`src/bpsi_macros.svh`:
```
`ifndef BPSI_MACROS_SVH
`define BPSI_MACROS_SVH

////////////////////////////////////////////////////////////
// datapath widths
////////////////////////////////////////////////////////////

// raw sensor sample, a and b channels
`define BPSI_SENS_W 24
// signed position, one bit wider than a sample
`define BPSI_POS_W 25
// motor drive and feedback word
`define BPSI_VOL_W 16
// pid coefficient, 6 integer bits + 20 fraction bits
`define BPSI_COEF_W 26
`define BPSI_COEF_FRAC 20

////////////////////////////////////////////////////////////
// motor trigger periods, clock cycles
////////////////////////////////////////////////////////////

// scaled down so simulation stays short
`define BPSI_TRIG_100HZ 300
`define BPSI_TRIG_200HZ 150
`define BPSI_TRIG_300HZ 100

// samples inside threshold before loop reports closed
`define BPSI_CLOSE_CNT 4

`endif

```
`src/bpsi_pkg.sv`:
```
`default_nettype none

`include "bpsi_macros.svh"

package bpsi_pkg;

    // pid sequencer, one state per pipeline step
    typedef enum logic [2:0] {
        IDLE     = 3'd0,
        CALC_ERR = 3'd1,
        MULT     = 3'd2,
        SUM      = 3'd3,
        DRIVE    = 3'd4
    } pid_state_e;

    // config register map, address 7 unused
    typedef enum logic [2:0] {
        CFG_KP      = 3'd0,
        CFG_KI      = 3'd1,
        CFG_KD      = 3'd2,
        CFG_AIM     = 3'd3,
        CFG_BIAS    = 3'd4,
        CFG_ERR_THR = 3'd5,
        CFG_CTRL    = 3'd6
    } cfg_addr_e;

    // motor read rate, code 3 illegal
    typedef enum logic [1:0] {
        FREQ_100HZ = 2'd0,
        FREQ_200HZ = 2'd1,
        FREQ_300HZ = 2'd2
    } motor_freq_e;

    typedef logic signed [`BPSI_POS_W-1:0] position_t;
    typedef logic [`BPSI_VOL_W-1:0] motor_vol_t;
    typedef logic [`BPSI_COEF_W-1:0] coef_t;

endpackage

`default_nettype wire

```
`src/bpsi_cfg_regs.sv`:
```
`default_nettype none

`include "bpsi_macros.svh"

module bpsi_cfg_regs (
    input  wire                     clk_sys_i,
    input  wire                     rst_i,

    // single cycle write strobe, no handshake
    input  wire                     cfg_we_i,
    input  wire bpsi_pkg::cfg_addr_e cfg_addr_i,
    input  wire [31:0]              cfg_wdata_i,

    // pid coefficients
    output bpsi_pkg::coef_t         kp_o,
    output bpsi_pkg::coef_t         ki_o,
    output bpsi_pkg::coef_t         kd_o,

    // loop target and limits
    output bpsi_pkg::position_t     aim_o,
    output bpsi_pkg::motor_vol_t    bias_o,
    output bpsi_pkg::position_t     err_thr_o,

    // ctrl register fields
    output logic                    acq_en_o,
    output logic                    bias_vol_en_o,
    output bpsi_pkg::motor_freq_e   freq_sel_o
);

////////////////////////////////////////////////////////////
// register file
////////////////////////////////////////////////////////////

// write data truncated to field width
// new value visible the cycle after the strobe
always_ff @(posedge clk_sys_i) begin
    if (rst_i) begin
        kp_o          <= '0;
        ki_o          <= '0;
        kd_o          <= '0;
        aim_o         <= '0;
        bias_o        <= '0;
        err_thr_o     <= '0;
        acq_en_o      <= 1'b0;
        bias_vol_en_o <= 1'b0;
        freq_sel_o    <= bpsi_pkg::FREQ_100HZ;
    end else if (cfg_we_i) begin
        case (cfg_addr_i)
            bpsi_pkg::CFG_KP:      kp_o      <= cfg_wdata_i[`BPSI_COEF_W-1:0];
            bpsi_pkg::CFG_KI:      ki_o      <= cfg_wdata_i[`BPSI_COEF_W-1:0];
            bpsi_pkg::CFG_KD:      kd_o      <= cfg_wdata_i[`BPSI_COEF_W-1:0];
            bpsi_pkg::CFG_AIM:     aim_o     <= cfg_wdata_i[`BPSI_POS_W-1:0];
            bpsi_pkg::CFG_BIAS:    bias_o    <= cfg_wdata_i[`BPSI_VOL_W-1:0];
            bpsi_pkg::CFG_ERR_THR: err_thr_o <= cfg_wdata_i[`BPSI_POS_W-1:0];
            bpsi_pkg::CFG_CTRL: begin
                // bit0 acq_en, bit1 bias_vol_en, bits 3:2 freq_sel
                acq_en_o      <= cfg_wdata_i[0];
                bias_vol_en_o <= cfg_wdata_i[1];
                freq_sel_o    <= bpsi_pkg::motor_freq_e'(cfg_wdata_i[3:2]);
            end
            default: begin
                // unmapped address, write dropped
            end
        endcase
    end
end

////////////////////////////////////////////////////////////
// checks
////////////////////////////////////////////////////////////

// motor trigger has no period for code 3
a_freq_legal: assert property (@(posedge clk_sys_i) disable iff (rst_i)
    (cfg_we_i && cfg_addr_i == bpsi_pkg::CFG_CTRL) |=> (freq_sel_o != 2'd3));

endmodule

`default_nettype wire

```
`config.mk`:
```
export PLATFORM = sky130hd
export DESIGN_NAME = bpsi_cfg_regs
export DESIGN_NICKNAME = d
export VERILOG_FILES = /design/src/bpsi_pkg.sv /design/src/bpsi_cfg_regs.sv
export VERILOG_INCLUDE_DIRS = /design/src
export SDC_FILE = /design/constraint.sdc
export NUM_CORES = 1
export LEC_CHECK = 0
export BUFFER_PORTS_ARGS = -buffer_cell sky130_fd_sc_hd__buf_4
export CORE_MARGIN = 4
export CORE_UTILIZATION = 51
export CTS_CLUSTER_SIZE = 40
export DETAILED_ROUTE_END_ITERATION = 6
export GPL_TIMING_DRIVEN = 0
export PLACE_DENSITY = 0.8
export SYNTH_ARGS = -nofsm -noshare
export SYNTH_HDL_FRONTEND = slang
export SYNTH_SLANG_ARGS = --single-unit
```
`constraint.sdc`:
```
create_clock -name clk_sys_i -period 1.4 [get_ports clk_sys_i]
set_input_delay 0.07 -clock clk_sys_i [delete_from_list [all_inputs] [get_ports clk_sys_i]]
set_output_delay 0.07 -clock clk_sys_i [all_outputs]
set_load 0.01 [all_outputs]
```
# After elaboration in Yosys (flattened, before gate mapping)
# Index checks and enable logic that the tools add are counted.
[totals] romBits=0 memories=0 mem_bits_rw=0 latchBits=0 register_bits=148
[op_classes] addsub=0 multipliers=0 bitwise=0 shift=0 div_mod_pow=0 eq_ne=6 n_mux=0 n_reduce_logical=8 n_lt_le_gt_ge=0
[op_table] op="AND reduction 2 bit" n=7
[op_table] op="== test 3 bit (second input constant)" n=3
[op_table] op="== test 3 x 2 -> 1 bit (second input constant)" n=2
[op_table] op="== test 3 x 1 -> 1 bit (second input constant)" n=1
[op_table] op="zero test 3 bit" n=1

# Depth between registers and ports, before layout
[logic_depth] ltp_word=2 mapped_depth=5 ltp_nobuf=2

# Worst setup path before layout
# No wires, ideal clock.
[synth_path] kind="input-to-reg" startpoint="input port cfg_addr_i[1]" endpoint="register kp_o[15]" arrival_time_ns=1.085 path_buffers=3 t_required_ns=1.276 setup_slack_ns=0.191 setup_ns=0.124 path_stages=5 cell_sequence="buf_6 > or4b_1 > buf_4 > buf_6 > mux2i_1"
[synth_via] elab_chain_len=2
[synth_lines] item="from (decl)" line="bpsi_cfg_regs.sv:11" source="input wire bpsi_pkg::cfg_addr_e cfg_addr_i,"
[synth_lines] item="zero test 3 bit" line="bpsi_cfg_regs.sv:48" source="case (cfg_addr_i)"
[synth_lines] item="AND reduction 2 bit (no line)"
[synth_lines] item="to (signal assigned)" line="bpsi_cfg_regs.sv:49" source="bpsi_pkg::CFG_KP: kp_o <= cfg_wdata_i[`BPSI_COEF_W-1:0];"
[synth_lines] item="to (decl)" line="bpsi_cfg_regs.sv:15" source="output bpsi_pkg::coef_t kp_o,"
# Every way passes these cells.
# A chain may end at the register's enable or synchronous reset.

# Worst setup path in the final report
[layout_path] startpoint="input port cfg_addr_i[0]" endpoint="register kp_o[0]"
# Same word-level chain as after synthesis.

==> metrics <==
root buffer cell clkbuf_16; I/O Pins 186; grt peak-use layer met2; fin crit share 82.0%; cell accounting for the most synthesized area dfxtp_1; Crit. End Element register; Buffers on Ports 175; via count 4392; most common cell after layout, fill and taps aside buf_4; non-filler cells, final 867; P_leak 3.99 nW; Avg Cell Area, Syn 11.2 µm²; die area 13200 µm²; latest clock arrival within the worst-skew pair 410 ps; P&R area growth vs syn 36.1%; CTS sink count 148; peak supply drop 0.000594 V; First-pass DRT Iterations 4; Residual DRC 0; total gr overflow 0; #FFs+latches synth 148; H-Tree Depth 4; Slew @ Worst Pin 541 ps; Detailed Place HPWL 11.4 mm; vias in the first global route 4626; Max-Cap Viols 0; Critical Path Fanout Max 9; pin count of the biggest net entering global routing 17; fin crit period 1150 ps; postcts setup bufs 0; Clk pin slew, worst setup/hold paths 60 ps; count of different cell masters after synthesis 13; Tot Pwr 0.00956 W; Inst Count DP 833; vias per cell 5.07; Row Count 38; Resized Gates After CTS 0; CTS buffer count 17; Initial Utilization 53.0%; final setup margin 251 ps; Nets 752; WL final 15.7 mm; kind of critical path in2reg; die span in x 115 µm; ANT nets after route 0; TritonCTS clock tree yes; maximum root-to-sink buffer count 2; first-pass GRT wire length 24.0 mm; diode count 0; Synth Instances 518; sequential area share after synthesis 50.9%; Die Ht 115 µm; Initial DRC Count 144; hold_ws 29.3 ps; GRT met3 Usage 8.00%; pwr/cell area 1210 nW/µm²; core area 11000 µm²; post-synth top area share 50.9%; Synth Cell Area 5820 µm²; max-slew violations 0; met2 Track Usage GR 41.2%; Post-CTS Hold Buffers 2; share of layout cells above drive strength 1 31.1%; Data required, critical path 1740 ps; most frequent cells in the layout 177 x buf_4, 174 x nand2b_1, 148 x mux2i_1, 148 x dfxtp_1, 21 x clkbuf_1; All-Layer GR Usage 23.7%; Avg WL per Cell 18.1 µm; final setup fails 0; crit path DAT 1490 ps; pre-CTS WS -73.1 ps; setup TNS 0 ps; gpl congestion 0.765; Final Hold Fails 0; Startpoint Class primary input; Clock Skew 0 ps; Synth area leaders dfxtp_1 51%, mux2i_1 25%, nand2b_1 19%, buf_2 1.3%, clkbuf_1 1.2%; yosys warns 0; Synth Net Count 556; status completed; RSZ-0062 raised after global routing false; M1 GR Usage 27.3%; Worst Hold Class in2reg; initial antenna violation count 0; fmax 0.871 GHz; Worst slew margin 63.9%
## sequential cells by signal, summed over array words and instances, names as in the netlist
name           cells
bias_vol_en_o      1
kd_o              26
err_thr_o         25
ki_o              26
acq_en_o           1
bias_o            16
freq_sel_o         2
kp_o              26
aim_o             25
## worst paths after layout
kind                                                start                         to  slack [ps]  cells past startpoint
worst max register to register       ki_o[6]$_SDFFE_PP0P_       ki_o[6]$_SDFFE_PP0P_         680                      2
worst min-delay path                      cfg_wdata_i[22]      kd_o[22]$_SDFFE_PP0P_          30                      3
worst min register to register  err_thr_o[3]$_SDFFE_PP0P_  err_thr_o[3]$_SDFFE_PP0P_         470                      2
worst max-delay path                        cfg_addr_i[0]       kp_o[0]$_SDFFE_PP0P_         250                      4
## cells in the mapped netlist
library cell / instances
dfxtp_1: 148
buf_2: 15
nor4b_2: 1
buf_4: 2
nor4bb_1: 1
buf_6: 2
mux2i_1: 148
nand4b_1: 3
or4b_1: 1
clkbuf_2: 1
nand4bb_1: 3
nand2b_1: 174
clkbuf_1: 19
## worst max-delay path: stages
cell,delay [ps]
buf_4,140
nor4b_2,370
dlygate4sd3_1,700
mux2i_1,200
## where the power goes
| group | switching (W) | internal (W) |
|---|---|---|
| Sequential | 0.0000564 | 0.00431 |
| Combinational | 0.000358 | 0.000358 |
| Clock | 0.00176 | 0.00272 |
## through the flow
step / utilization (%) / instance area (µm²)
4_1_cts: 72.1 / 7910
6_report: 72.1 / 7910
3_3_place_gp: 66.5 / 7310
5_1_grt: 72.1 / 7910
2_1_floorplan: - / 5820
3_5_place_dp: 66.5 / 7310
## area by class of cell
cell class	count	area [µm²]
Buffer	39	189
Clock buffer	21	460
Clock inverter	11	128
Fill cell	813	3070
Multi-Input combinational cell	331	2670
Sequential cell	148	2960
Tap cell	140	175
Timing Repair Buffer	177	1330
## routing by layer
metal	part of all wire, %	vias to the layer above
met5	0	-
li1	-	2107
met4	1.5	0
met3	8.0	21
met2	49	129
met1	42	2135
## cell families after synthesis
kind of cell	share of synthesized area [%]
buffers and inverters	3.25
AND/OR/NAND/NOR	20.3
multiplexers	25.5
flip-flops	50.9
(Power assumes the default switching activity.)
