File: src/bpsi_macros.svh
`ifndef BPSI_MACROS_SVH
`define BPSI_MACROS_SVH

////////////////////////////////////////////////////////////
// datapath widths
////////////////////////////////////////////////////////////

// raw sensor sample, a and b channels
`define BPSI_SENS_W 24
// signed position, one bit wider than a sample
`define BPSI_POS_W 25
// motor drive and feedback word
`define BPSI_VOL_W 16
// pid coefficient, 6 integer bits + 20 fraction bits
`define BPSI_COEF_W 26
`define BPSI_COEF_FRAC 20

////////////////////////////////////////////////////////////
// motor trigger periods, clock cycles
////////////////////////////////////////////////////////////

// scaled down so simulation stays short
`define BPSI_TRIG_100HZ 300
`define BPSI_TRIG_200HZ 150
`define BPSI_TRIG_300HZ 100

// samples inside threshold before loop reports closed
`define BPSI_CLOSE_CNT 4

`endif

File: src/bpsi_pkg.sv
`default_nettype none

`include "bpsi_macros.svh"

package bpsi_pkg;

    // pid sequencer, one state per pipeline step
    typedef enum logic [2:0] {
        IDLE     = 3'd0,
        CALC_ERR = 3'd1,
        MULT     = 3'd2,
        SUM      = 3'd3,
        DRIVE    = 3'd4
    } pid_state_e;

    // config register map, address 7 unused
    typedef enum logic [2:0] {
        CFG_KP      = 3'd0,
        CFG_KI      = 3'd1,
        CFG_KD      = 3'd2,
        CFG_AIM     = 3'd3,
        CFG_BIAS    = 3'd4,
        CFG_ERR_THR = 3'd5,
        CFG_CTRL    = 3'd6
    } cfg_addr_e;

    // motor read rate, code 3 illegal
    typedef enum logic [1:0] {
        FREQ_100HZ = 2'd0,
        FREQ_200HZ = 2'd1,
        FREQ_300HZ = 2'd2
    } motor_freq_e;

    typedef logic signed [`BPSI_POS_W-1:0] position_t;
    typedef logic [`BPSI_VOL_W-1:0] motor_vol_t;
    typedef logic [`BPSI_COEF_W-1:0] coef_t;

endpackage

`default_nettype wire

File: src/bpsi_position_calc.sv
`default_nettype none

`include "bpsi_macros.svh"

module bpsi_position_calc (
    input  wire                     clk_sys_i,
    input  wire                     rst_i,

    // raw sensor sample in
    input  wire                     sample_valid_i,
    input  wire [`BPSI_SENS_W-1:0]  sample_a_i,
    input  wire [`BPSI_SENS_W-1:0]  sample_b_i,
    output logic                    sample_ready_o,

    // position out to pid
    output logic                    pos_valid_o,
    output bpsi_pkg::position_t     pos_data_o,
    input  wire                     pos_ready_i
);

logic                sample_fire;
bpsi_pkg::position_t diff_c;

////////////////////////////////////////////////////////////
// handshake
////////////////////////////////////////////////////////////

// slot free, or draining this cycle
assign sample_ready_o = !pos_valid_o || pos_ready_i;
assign sample_fire    = sample_valid_i && sample_ready_o;

// a - b, both unsigned, one extra bit holds the sign
assign diff_c = $signed({1'b0, sample_a_i}) - $signed({1'b0, sample_b_i});

////////////////////////////////////////////////////////////
// one entry stage
////////////////////////////////////////////////////////////

always_ff @(posedge clk_sys_i) begin
    if (rst_i) begin
        pos_valid_o <= 1'b0;
    end else if (sample_fire) begin
        pos_valid_o <= 1'b1;
    end else if (pos_ready_i) begin
        pos_valid_o <= 1'b0;
    end
end

// payload only, qualified by pos_valid_o
always_ff @(posedge clk_sys_i) begin
    if (sample_fire) begin
        pos_data_o <= diff_c;
    end
end

// held stable while pid is busy
a_pos_hold: assert property (@(posedge clk_sys_i) disable iff (rst_i)
    (pos_valid_o && !pos_ready_i) |=> (pos_valid_o && $stable(pos_data_o)));

endmodule

`default_nettype wire

File: config.mk
export PLATFORM = sky130hd
export DESIGN_NAME = bpsi_position_calc
export DESIGN_NICKNAME = d
export VERILOG_FILES = /design/src/bpsi_pkg.sv /design/src/bpsi_position_calc.sv
export VERILOG_INCLUDE_DIRS = /design/src
export SDC_FILE = /design/constraint.sdc
export NUM_CORES = 1
export LEC_CHECK = 0
export ABC_AREA = 1
export BUFFER_PORTS_ARGS = -buffer_cell sky130_fd_sc_hd__buf_2
export CAP_MARGIN = 20
export CELL_PAD_IN_SITES_DETAIL_PLACEMENT = 1
export CELL_PAD_IN_SITES_GLOBAL_PLACEMENT = 1
export CORE_AREA = 2 2 90 92
export CTS_BUF_LIST = sky130_fd_sc_hd__clkbuf_16
export DETAILED_ROUTE_END_ITERATION = 16
export DIE_AREA = 0 0 92 94
export PLACE_DENSITY = 0.8
export RECOVER_POWER = 100
export SETUP_SLACK_MARGIN = 0.3
export SLEW_MARGIN = 40
export SYNTH_ARGS = -nofsm -noshare
export SYNTH_HDL_FRONTEND = slang
export SYNTH_SLANG_ARGS = --single-unit
File: constraint.sdc
create_clock -name clk_sys_i -period 2.35 [get_ports clk_sys_i]
set_input_delay 0.47 -clock clk_sys_i [delete_from_list [all_inputs] [get_ports clk_sys_i]]
set_output_delay 0.47 -clock clk_sys_i [all_outputs]
set_load 0.02 [all_outputs]
# Word level (Yosys, flattened, before mapping)
# Index checks and enable logic that the tools add are counted.
# totals
elab_cells,9
mem_count,0
latch_bits,0
rom_bits,0
out_inout_bits,27
inputBits,52
regBits,26
mem_bits_rw,0
# op_classes
n_bitwise,0
reduce_logical,4
magnitude_cmp,0
add_sub_neg,1
n_mul,0
shifts,0
mux,2
n_eq_ne,0
div,0
# op_table
cell,count
subtractor 24 x 24 -> 25 bit,1
two-way mux 1 bit,2
nonzero test 2 bit,1
logical AND 1 bit,1
zero test 1 bit,1
logical OR 1 bit,1

# Depth between registers and ports, before layout
# logic_depth
word_depth,4
mapped_depth,12
ltp_nobuf,12

# Worst setup path before layout
# OpenSTA, ideal clock, no wires.
# synth_path
path_type,input-to-reg
from,in sample_valid_i
to,reg pos_data_o[0] (enable)
t_required_ns,1.935
path_stages,2
arrival_ns,1.756
n_path_buf,0
setup_ns,0.415
setup_slack_ns,0.178
path_cell_list,inv_1 a21oi_1
# synth_between
elab_chain_len,1
# synth_rtl
element,line_no,text
from (decl),bpsi_position_calc.sv:10,"input wire sample_valid_i,"
logical AND 1 bit,bpsi_position_calc.sv:30,assign sample_fire = sample_valid_i && sample_ready_o;
named net sample_fire,bpsi_position_calc.sv:21,logic sample_fire;
to (signal assigned),bpsi_position_calc.sv:52,pos_data_o <= diff_c;
to (decl),bpsi_position_calc.sv:17,"output bpsi_pkg::position_t pos_data_o,"
# The timed path passes the listed nets, and every way through them passes these cells.
# A chain may end at the register's enable or synchronous reset.

# Worst setup path in the final report
# layout_path
from,in sample_a_i[0]
to,"reg pos_data_o[12], data pin"
# layout_between
elab_chain_len,1
# layout_rtl
element,line_no,text
from (decl),bpsi_position_calc.sv:11,"input wire [`BPSI_SENS_W-1:0] sample_a_i,"
subtractor 24 x 24 -> 25 bit,bpsi_position_calc.sv:33,"assign diff_c = $signed({1'b0, sample_a_i}) - $signed({1'b0, sample_b_i});"
named net diff_c[12],bpsi_position_calc.sv:22,bpsi_pkg::position_t diff_c;
# The timed path passes the listed nets, and every way through them passes these cells.

==> summary.md <==
| Metric | Value |
|---|---|
| Post-Layout Cell Count | `610` |
| Worst IR drop on VDD | `0.000221 V` |
| Final Cell Area | `0.00325 mm^2` |
| Core Util, Final | `42.7%` |
| Die area | `0.00865 mm^2` |
| Synthesized cell area | `0.00270 mm^2` |
| Overall power | `1.63 mW` |
| Vias in the first global route | `2795` |
| Layout cells sized above 1 | `13.8%` |
| Final Cycle Share | `85.1%` |
| Reg2reg end | `pos_data_o[8]` |
| WP buf/inv | `3` |
| RR Startpoint | `pos_valid_o` |
| First-pass GRT wire length | `12.7 mm` |
| Syn nets | `502` |
| Max-slew violations | `0` |
| Max transition margin | `52.4%` |
| Wire length on met2 | `3.82 mm` |
| Critical path arrival | `2.02 ns` |
| Fin crit period | `2.00 ns` |
| Average wire per standard cell | `12.6 um` |
| Worst-path fanout max | `4` |
| Commonest non-fill, non-tap cells in the layout | `nand2_1, inv_1, buf_2` |
| Crit path largest cell delay | `0.43 ns` |
| Via Count | `2728` |
| Slowest CP cell | `fa_1` |
| Hold Path Class | `input port to flip-flop` |
| CTS sink cnt | `26` |
| Area growth, synth to finish | `20.2%` |
| Clk buf depth | `2` |
| Slew of the pin with the lowest slew margin | `0.715 ns` |
| Placed Area | `0.00323 mm^2` |
| Gr usage total | `18.6%` |
| Drt first pass iters | `4` |
| Core area | `0.00761 mm^2` |
| Largest net degree at the start of global routing | `26` |
| Num ports | `79` |
| ANT nets after route | `0` |
| Wl on met1 | `3.58 mm` |
| Register area share after synthesis | `28.5%` |
| Total gr overflow | `0` |
| Final GP Congestion | `0.904` |
| Min-delay src | `rst_i` |
| CP delay by family, top | `simple AND/OR/NAND/NOR gates` |
| CP Cell Sequence | `buf_2, inv_1, ha_1, fa_1, inv_1, nand3_1, nand3_1, nand3_1, nand2_1, nand2_1, nand3_1, nand2_1` |
| DR DRC count | `0` |
| CTS H-tree lvls | `1` |
| R2R cell count | `2` |
| Total negative setup slack | `0 ns` |
| Initial DRC count | `62` |
| Crit path launch type | `input port` |
| # setup viols final | `0` |
| R2R setup slack | `0.93 ns` |
| Initial antenna violation count | `0` |
| Standby leakage power | `1.91 nW` |
| Critical path class | `input port to flip-flop` |
| Final Hold Vio Count | `0` |
| Postcts setup bufs | `0` |
| Via density | `4.47` |
| Clk_skew | `0.00229 ns` |
| Die Span Y | `94 um` |
| Post-CTS Resized | `0` |
| WHS | `0.360 ns` |
| N_diodes | `0` |
| Hold buffers post-CTS | `0` |
| Clk pin slew, worst setup/hold paths | `0.07 ns` |
| Most common cell on crit path | `nand3_1` |
| Crit. End Element | `flip-flop` |
| HPWL after DPL | `6.68 mm` |
| Die width | `92 um` |
| Syn Inst Count | `425` |
| CTS tree | `yes` |
| Final #Nets | `586` |
| Hold Crit Depth | `2` |
| Initial core utilization | `35.5%` |
| Pre-CTS setup slack | `0.0891 ns` |
| Power Density | `501 mW/mm^2` |
| Ys Warns | `0` |
| Commonest non-fill, non-tap cell in the layout | `nand2_1` |
| RSZ-0062 raised after global routing | `no` |
| Total routed wirelength | `7.66 mm` |
| Clock root buffer | `clkbuf_16` |
| Required time of the worst setup path | `2.37 ns` |
| Row cnt | `32` |
| Max Cap Viol | `0` |
| I/O Buffers | `78` |
| Flops & latches, synth | `26` |
| Status | `complete, no violations` |
| Critical Path Start | `sample_a_i[0]` |
| Worst skew pair latency | `0.26 ns` |
| Top Metal Used | `met4` |
| Mean Syn Cell Area | `6.36 um^2` |
| Total CTS buffers | `3` |
| Highest clock rate | `500 MHz` |
| Met3 Routed Length | `203 um` |
| Netlist cell types | `22` |
| Setup ws final | `0.351 ns` |
| Hold EP | `pos_valid_o` |
| Placed Instances | `606` |
==> synth_stat cells <==
master / count / area, um^2
nor2_2: 4 / 25.0
nand2_2: 10 / 62.6
dfxtp_1: 1 / 20.0
nor2_4: 3 / 33.8
inv_1: 112 / 420
or2_2: 1 / 6.26
a21oi_2: 1 / 8.76
ha_1: 24 / 300
o21ai_1: 1 / 5.00
and2_2: 1 / 7.51
a21oi_1: 13 / 65.1
nor3_1: 4 / 20.0
nand2_1: 155 / 582
edfxtp_1: 25 / 751
nand4_1: 5 / 31.3
xor2_1: 9 / 78.8
nor2_1: 25 / 93.8
xnor2_1: 2 / 17.5
fa_1: 1 / 20.0
nand3_2: 2 / 20.0
a21o_1: 1 / 7.51
nand3_1: 25 / 125
==> where the power goes <==
part,switching [mW],leakage (nW),total [mW],internal (mW)
combinational,0.421,1.62,0.632,0.211
clock,0.164,0.0385,0.393,0.228
sequential,0.0146,0.251,0.602,0.587
total,0.600,1.91,1.63,1.03
==> worst register-to-register path, stage by stage, from the launching register on <==
cell and delay [ns]:
dfxtp_1 0.32, a21oi_1 0.14, clkbuf_2 0.59
==> flip-flops by register name, summed over array words and instances (netlist names) <==
| register | cells |
|---|---|
| pos_data_o | 25 |
| pos_valid_o | 1 |
==> kinds of logic after synthesis <==
logic type	after synthesis	share of synthesized area (%)
buffers and inverters	112	15.6
adders and majority gates	25	11.9
xor gates and xnor gates	11	3.57
DFF	26	28.5
and+or+nand+nor	235	37.3
AOI/OAI and AO/OA	16	3.20
==> how the worst max path moves through the flow <==
stage | end | slack, ns | cells past startpoint
6_report | pos_data_o[12] | 0.35 | 12
4_1_cts | pos_data_o[12] | 0.38 | 12
2_1_floorplan | pos_data_o[16] | 0.39 | 11
3_3_place_gp | pos_data_o[12] | 0.16 | 12
5_1_grt | pos_data_o[12] | 0.21 | 12
3_5_place_dp | pos_data_o[12] | 0.09 | 12
==> final cells by class <==
type                       count  area [um^2]
clock buffer                   3         75.1
clock inverter                 1         3.75
fill                        1050         4360
inverter                     112          420
multi-input combinational    287         1490
sequential                    26          771
tap                          102          128
timing repair buffer          79          362
==> routing by layer <==
| layer | global-route usage [%] | vias up |
|---|---|---|
| met5 | 0 | - |
| met3 | 1.20 | 4 |
| met2 | 34.5 | 37 |
| li1 | - | 1446 |
| met1 | 23.5 | 1241 |
| met4 | 4.48 | 0 |
No activity file was read; power rests on OpenSTA's default activity.
