**src/bpsi_macros.svh**
```systemverilog
`ifndef BPSI_MACROS_SVH
`define BPSI_MACROS_SVH

////////////////////////////////////////////////////////////
// datapath widths
////////////////////////////////////////////////////////////

// raw sensor sample, a and b channels
`define BPSI_SENS_W 24
// signed position, one bit wider than a sample
`define BPSI_POS_W 25
// motor drive and feedback word
`define BPSI_VOL_W 16
// pid coefficient, 6 integer bits + 20 fraction bits
`define BPSI_COEF_W 26
`define BPSI_COEF_FRAC 20

////////////////////////////////////////////////////////////
// motor trigger periods, clock cycles
////////////////////////////////////////////////////////////

// scaled down so simulation stays short
`define BPSI_TRIG_100HZ 300
`define BPSI_TRIG_200HZ 150
`define BPSI_TRIG_300HZ 100

// samples inside threshold before loop reports closed
`define BPSI_CLOSE_CNT 4

`endif

```
**src/bpsi_pkg.sv**
```systemverilog
`default_nettype none

`include "bpsi_macros.svh"

package bpsi_pkg;

    // pid sequencer, one state per pipeline step
    typedef enum logic [2:0] {
        IDLE     = 3'd0,
        CALC_ERR = 3'd1,
        MULT     = 3'd2,
        SUM      = 3'd3,
        DRIVE    = 3'd4
    } pid_state_e;

    // config register map, address 7 unused
    typedef enum logic [2:0] {
        CFG_KP      = 3'd0,
        CFG_KI      = 3'd1,
        CFG_KD      = 3'd2,
        CFG_AIM     = 3'd3,
        CFG_BIAS    = 3'd4,
        CFG_ERR_THR = 3'd5,
        CFG_CTRL    = 3'd6
    } cfg_addr_e;

    // motor read rate, code 3 illegal
    typedef enum logic [1:0] {
        FREQ_100HZ = 2'd0,
        FREQ_200HZ = 2'd1,
        FREQ_300HZ = 2'd2
    } motor_freq_e;

    typedef logic signed [`BPSI_POS_W-1:0] position_t;
    typedef logic [`BPSI_VOL_W-1:0] motor_vol_t;
    typedef logic [`BPSI_COEF_W-1:0] coef_t;

endpackage

`default_nettype wire

```
**src/bpsi_motor_if.sv**
```systemverilog
`default_nettype none

`include "bpsi_macros.svh"

module bpsi_motor_if (
    input  wire                        clk_sys_i,
    input  wire                        rst_i,

    input  wire                        bias_vol_en_i,
    input  wire bpsi_pkg::motor_freq_e freq_sel_i,

    // feedback word from motor
    input  wire                        motor_ufeed_en_i,
    input  wire bpsi_pkg::motor_vol_t  motor_ufeed_i,

    output logic                       motor_rd_en_o,
    output bpsi_pkg::motor_vol_t       motor_ufeed_latch_o
);

// sized for the longest period
localparam int CNT_W = $clog2(`BPSI_TRIG_100HZ + 1);

logic [CNT_W-1:0]      period_c;
logic [CNT_W-1:0]      cnt_q;
bpsi_pkg::motor_freq_e freq_q;

////////////////////////////////////////////////////////////
// read trigger
////////////////////////////////////////////////////////////

// period lookup, illegal code falls back to slowest rate
always_comb begin
    case (freq_sel_i)
        bpsi_pkg::FREQ_200HZ: period_c = CNT_W'(`BPSI_TRIG_200HZ);
        bpsi_pkg::FREQ_300HZ: period_c = CNT_W'(`BPSI_TRIG_300HZ);
        default:              period_c = CNT_W'(`BPSI_TRIG_100HZ);
    endcase
end

// first pulse one full period after enable
// restart on disable or on rate change
always_ff @(posedge clk_sys_i) begin
    if (rst_i) begin
        cnt_q         <= '0;
        freq_q        <= bpsi_pkg::FREQ_100HZ;
        motor_rd_en_o <= 1'b0;
    end else begin
        freq_q        <= freq_sel_i;
        motor_rd_en_o <= 1'b0;
        if (!bias_vol_en_i || (freq_sel_i != freq_q)) begin
            cnt_q <= '0;
        end else if (cnt_q == period_c - 1'b1) begin
            cnt_q         <= '0;
            motor_rd_en_o <= 1'b1;
        end else begin
            cnt_q <= cnt_q + 1'b1;
        end
    end
end

////////////////////////////////////////////////////////////
// ufeed latch
////////////////////////////////////////////////////////////

always_ff @(posedge clk_sys_i) begin
    if (rst_i) begin
        motor_ufeed_latch_o <= '0;
    end else if (motor_ufeed_en_i) begin
        motor_ufeed_latch_o <= motor_ufeed_i;
    end
end

// trigger is a single cycle strobe
a_rd_pulse: assert property (@(posedge clk_sys_i) disable iff (rst_i)
    motor_rd_en_o |=> !motor_rd_en_o);

endmodule

`default_nettype wire

```
**config.mk**
```make
export PLATFORM = sky130hd
export DESIGN_NAME = bpsi_motor_if
export DESIGN_NICKNAME = d
export VERILOG_FILES = /design/src/bpsi_pkg.sv /design/src/bpsi_motor_if.sv
export VERILOG_INCLUDE_DIRS = /design/src
export SDC_FILE = /design/constraint.sdc
export NUM_CORES = 1
export LEC_CHECK = 0
export BUFFER_PORTS_ARGS = -buffer_cell sky130_fd_sc_hd__buf_2
export CAP_MARGIN = 10
export CELL_PAD_IN_SITES_DETAIL_PLACEMENT = 1
export CELL_PAD_IN_SITES_GLOBAL_PLACEMENT = 1
export CORE_AREA = 5 5 61 63
export DETAILED_ROUTE_END_ITERATION = 6
export DIE_AREA = 0 0 66 68
export HOLD_SLACK_MARGIN = 0.15
export PLACE_DENSITY_LB_ADDON = 0.1
export REMOVE_ABC_BUFFERS = 1
export SETUP_SLACK_MARGIN = 0.2
export SYNTH_ARGS = -nofsm -noshare
export SYNTH_HDL_FRONTEND = slang
export SYNTH_SLANG_ARGS = --single-unit
```
**constraint.sdc**
```tcl
create_clock -name clk_sys_i -period 4.1 [get_ports clk_sys_i]
set_input_delay 0.205 -clock clk_sys_i [delete_from_list [all_inputs] [get_ports clk_sys_i]]
set_output_delay 0.205 -clock clk_sys_i [all_outputs]
set_load 0.1 [all_outputs]
```
# Yosys cells after proc, flatten, opt, wreduce, memory -nomap -nowiden
# Cells that the tools add are included.
# Widths: inputs -> output; s select.
# word_totals
regBits	28
inputBits	22
# op_classes
n_addsub	2
n_eq_ne	4
n_mux	2
reduce_logical	4
# op_table
op	count
$pmux 9 s2	1
$add 9x1->9 const B	1
$eq 9x9->1	1
$sub 9x1->9 const B	1
$reduce_or 3->1	1
$eq 2x1->1 const B	1
$eq 2x2->1 const B	1
$ne 2x2->1	1
$reduce_or 2->1	1
$logic_not 1->1	1
$logic_or 1x1->1	1
$mux 1	1

# Logic depth before layout (Yosys ltp)
# logic_depth
depth_word	5
mapped_depth	6
ltp_nobuf	6

# Worst setup path before layout
# No wires, ideal clock.
# synth_path
path_type	input-to-reg
startpoint	input port freq_sel_i[1]
endpoint	register cnt_q[2]
setup_time_ns	0.128
t_arrival_ns	1.199
slack_ns	2.773
stages	6
path_cell_list	inv_1 -> ha_1 -> and4b_1 -> a21oi_2 -> o31ai_4 -> nor2_1
# synth_via
elab_chain_cells	5
elab_cells_between_ends	8
classes_between	add/sub (1); eq/ne (4); mux (1); reduce/logical (2)
# synth_rtl
element	line	source
start, declared	bpsi_motor_if.sv:10	input wire bpsi_pkg::motor_freq_e freq_sel_i,
$eq 2x2->1 / $eq 2x1->1 (equally long branches)	bpsi_motor_if.sv:33	case (freq_sel_i)
$pmux 9 s2	bpsi_motor_if.sv:33	
$sub 9x1->9	bpsi_motor_if.sv:52	end else if (cnt_q == period_c - 1'b1) begin
$eq 9x9->1	bpsi_motor_if.sv:52	
$reduce_or 3->1 (no source line) (*)	n/a	
end signal, assigned	bpsi_motor_if.sv:56	cnt_q <= cnt_q + 1'b1;
end, declared	bpsi_motor_if.sv:24	logic [CNT_W-1:0] cnt_q;
# Every way passes the cells marked *; elsewhere a longest branch is shown, timed or not.
# A chain may end at the register's enable or synchronous reset.

# Worst setup path after layout
# layout_path
startpoint	register cnt_q[2]
endpoint	register cnt_q[1]
# layout_via
elab_chain_cells	2
# layout_rtl
element	line
$eq 9x9->1	bpsi_motor_if.sv:52
$reduce_or 3->1 (no source line)	n/a
# No other way between the ends.

==> flow_summary_export.csv <==
group,metric,value,unit
setup_path,crit_chain,"and4b_1 -> a21oi_2 -> o31ai_4 -> nor2_1",
layout,mostFrequentLayoutCells,"38 x buf_2, 31 x nor2_1, 28 x dfxtp_1",
route,vias,947,
setup_path,cp_max_fo,8,
power_and_ir_drop,vdd_ir_drop_max,0.1224,mV
setup_path,start_kind,"flip-flop",
sta,report.final.slew_viol_count,0,
route,drt_iter0_markers,14,
power_and_ir_drop,pwr-share-clk,19.8,%
layout,finalNetCount,196,
layout,num_antenna_cells,0,
logic_synthesis,ys_warn_count,0,
sta,relSlewSlack,67.48,%
global_route,grt_max_degree,21,
placement,io_buffers,38,
logic_synthesis,synth_compound_area_share,3.326,%
logic_synthesis,ys_seq_elements,28,
route,wl_per_cell,12.75,microns
route,drc,0,
worst_hold_path,min_path_cells,3,
power_and_ir_drop,power.share.switching,32.47,%
layout,fin_util,49.51,%
clocking,cts_max_level,1,
global_route,antenna_found_initial,0,
run,maxCapViolations,0,
logic_synthesis,synth_top_family_by_area,"simple AND/OR/NAND/NOR gates",
placement,globalplace.congestion,0.8129,
floorplan,pin_count,39,
setup_path,cp.required,4300,ps
layout,fillers,364,
outcome,status,"finished, final reports clean",
setup_path,endpoint_kind,"flip-flop",
logic_synthesis,yosys.area_share.simple,19.10,%
sta,tns,0,ps
clocking,clock_latency,310,ps
setup_path,worst-path-buf-inv,0,
layout,area_growth,34.98,%
route,via_per_inst,4.425,
logic_synthesis,yosysSeqAreaShare,48.07,%
route,first_pass_iters,4,
logic_synthesis,synth_area_leaders,"dfxtp_1 48%, mux2i_1 14%, nor2_1 10%, xnor2_1 5.3%, ha_1 4.3%",
floorplan,dieArea,0.004488,sq mm
floorplan,die_w,66,microns
setup_path,worst_r2r_endpoint,"cnt_q[1]",
clocking,clockBufferDepth,2,
logic_synthesis,ys.flop_type,"dfxtp_1",
power_and_ir_drop,p_seq_share,54.9,%
route,routed_wl,2729,microns
sta,fmax,676.9,MHz
global_route,first_global_vias,1039,
logic_synthesis,synth_mux_area_share,13.73,%
logic_synthesis,synth_xor_xnor_area_share,8.262,%
clocking,cts.clk_slew.worst_paths,130,ps
worst_hold_path,hp-class,"in -> reg",
setup_path,critPathArrivalTime,1670,ps
floorplan,start_util,36.68,%
logic_synthesis,synth_fa_ha_area_share,4.292,%
global_route,grt_pass1_wl,4595,microns
clocking,cts_root_buf,"clkbuf_4",
global_route,grt_remaining_overflow,0,
route,antenna_left,0,
clocking,clock-sinks,28,
logic_synthesis,syn_area,0.001166,sq mm
floorplan,fp.coreArea,0.003179,sq mm
setup_path,crit_type,"reg -> reg",
sta,fin_crit,1477,ps
logic_synthesis,synth_cell_type_count,23,
logic_synthesis,synth_cells,116,
power_and_ir_drop,p_switching,0.1704,mW
sta,worst_pin_slew,491.2,ps
setup_path,slowest_delay,530,ps
setup_path,path_delay_family,"flip-flops",
logic_synthesis,synth_top_area_cell,"dfxtp_1",
logic_synthesis,synth.avg_cell_area,10.05,sq um
layout,drive_above_1_share,26.19,%
setup_path,crit_slowest_cell,"dfxtp_1",
sta,clock_skew,2.619,ps
logic_synthesis,async_flop_share,0,%
logic_synthesis,synth-edff-count,0,
worst_hold_path,hold_start,"freq_sel_i[0]",
logic_synthesis,synth_top_area_share,48.07,%
sta,hold_viol_final,0,
floorplan,die_h,68,microns
sta,setup_viol,0,
power_and_ir_drop,p_int,0.3543,mW
layout,final_common_cell,"buf_2",
setup_path,reg2reg_depth,4,
floorplan,placementRows,21,
placement,dp_hpwl,1994,microns
sta,whs,179.7,ps
clocking,cts_made_buffers,3,
power_and_ir_drop,power_leakage,0.7229,nW
global_route,grtUsageTotal,13.14,%
worst_hold_path,hold_end,"freq_q[0]",
power_and_ir_drop,power_density,333.4,mW/mm^2
setup_path,r2r_slack,2620,ps
clocking,cts_tree,"yes",
placement,post_dp_cell_area,0.001391,sq mm
power_and_ir_drop,pwr-share-comb,25.3,%
setup_path,worstReg2RegStart,"cnt_q[2]",
layout,design_area,0.001574,sq mm
sta,rsz0062_at_grt,"false",
sta,period_share,36.03,%
==> worst min-delay path: stages <==
cell	delay, ps
buf_2	130
inv_1	80
nor2_1	40
==> cells by family after synthesis <==
group | after synthesis
simple gates | 45
flops | 28
mux | 16
xor+xnor | 11
buf+inv | 9
fa+ha+maj | 4
compound gates | 3
==> synthesized netlist by cell type (2+ instances only) <==
| cell type | count |
|---|---|
| xor2_1 | 4 |
| xnor2_1 | 7 |
| nand3_1 | 4 |
| dfxtp_1 | 28 |
| nor2_1 | 31 |
| inv_1 | 4 |
| and4b_1 | 2 |
| mux2i_1 | 16 |
| and3_1 | 2 |
| buf_2 | 2 |
| ha_1 | 4 |
==> routing by layer <==
layer | global-route usage (%) | up-vias | wire length, microns | part of all wire (%)
li1 | - | 491 | - | -
met1 | 14.67 | 433 | 1141 | 42
met2 | 25.66 | 21 | 1419 | 52
met3 | 2.463 | 2 | 149 | 5.5
met4 | 3.046 | 0 | 19 | 0.70
met5 | 0 | - | 0 | 0
==> final cells by class <==
class | instances | area [sq um] | area share, %
multi-input combinational | 79 | 568.0 | 36.09
sequential | 28 | 560.5 | 35.61
timing repair buffer | 54 | 350.3 | 22.26
tap | 46 | 57.56 | 3.657
clock buffer | 3 | 22.52 | 1.431
inverter | 4 | 15.01 | 0.9539
==> worst max path at each step <==
stage,startpoint,to,cells after the start
floorplan,freq_sel_i[1],cnt_q[2],6
global placement,freq_sel_i[1],cnt_q[8],7
detailed placement,freq_sel_i[1],cnt_q[5],7
CTS,cnt_q[2],cnt_q[5],4
global route,cnt_q[2],cnt_q[4],4
finish,cnt_q[2],cnt_q[1],4
==> sequential cells by signal, summed over array words and instances, names as in the netlist <==
signal,count
cnt_q,9
freq_q,2
motor_rd_en_o,1
motor_ufeed_latch_o,16
==> timing repair <==
action                                  CTS  global route
hold buffers                             16             0
endpoints found under the setup margin    0             0
gates resized for setup                   0             0
endpoints found under the hold margin    16             0
setup buffers                             0             0
==> per-stage QoR <==
stage / std cells / total power [mW] / setup WS [ps]
CTS: 214 / 0.5340 / 2590
detailed placement: 195 / 0.4154 / 2448
global placement: 195 / 0.4131 / 2526
finish: 214 / 0.5247 / 2623
global route: 214 / 0.5553 / 2530
floorplan: 111 / 0.3842 / 2772
==> power by group through the flow <==
| stage | Sequential (mW) | Combinational (mW) | Clock (mW) |
|---|---|---|---|
| finish | 0.288 | 0.133 | 0.104 |
| CTS | 0.288 | 0.133 | 0.113 |
| global route | 0.290 | 0.140 | 0.125 |
| global placement | 0.294 | 0.120 | 0 |
| floorplan | 0.361 | 0.0235 | 0 |
| detailed placement | 0.294 | 0.121 | 0 |
Note: power is estimated with default switching activity, not from simulation.
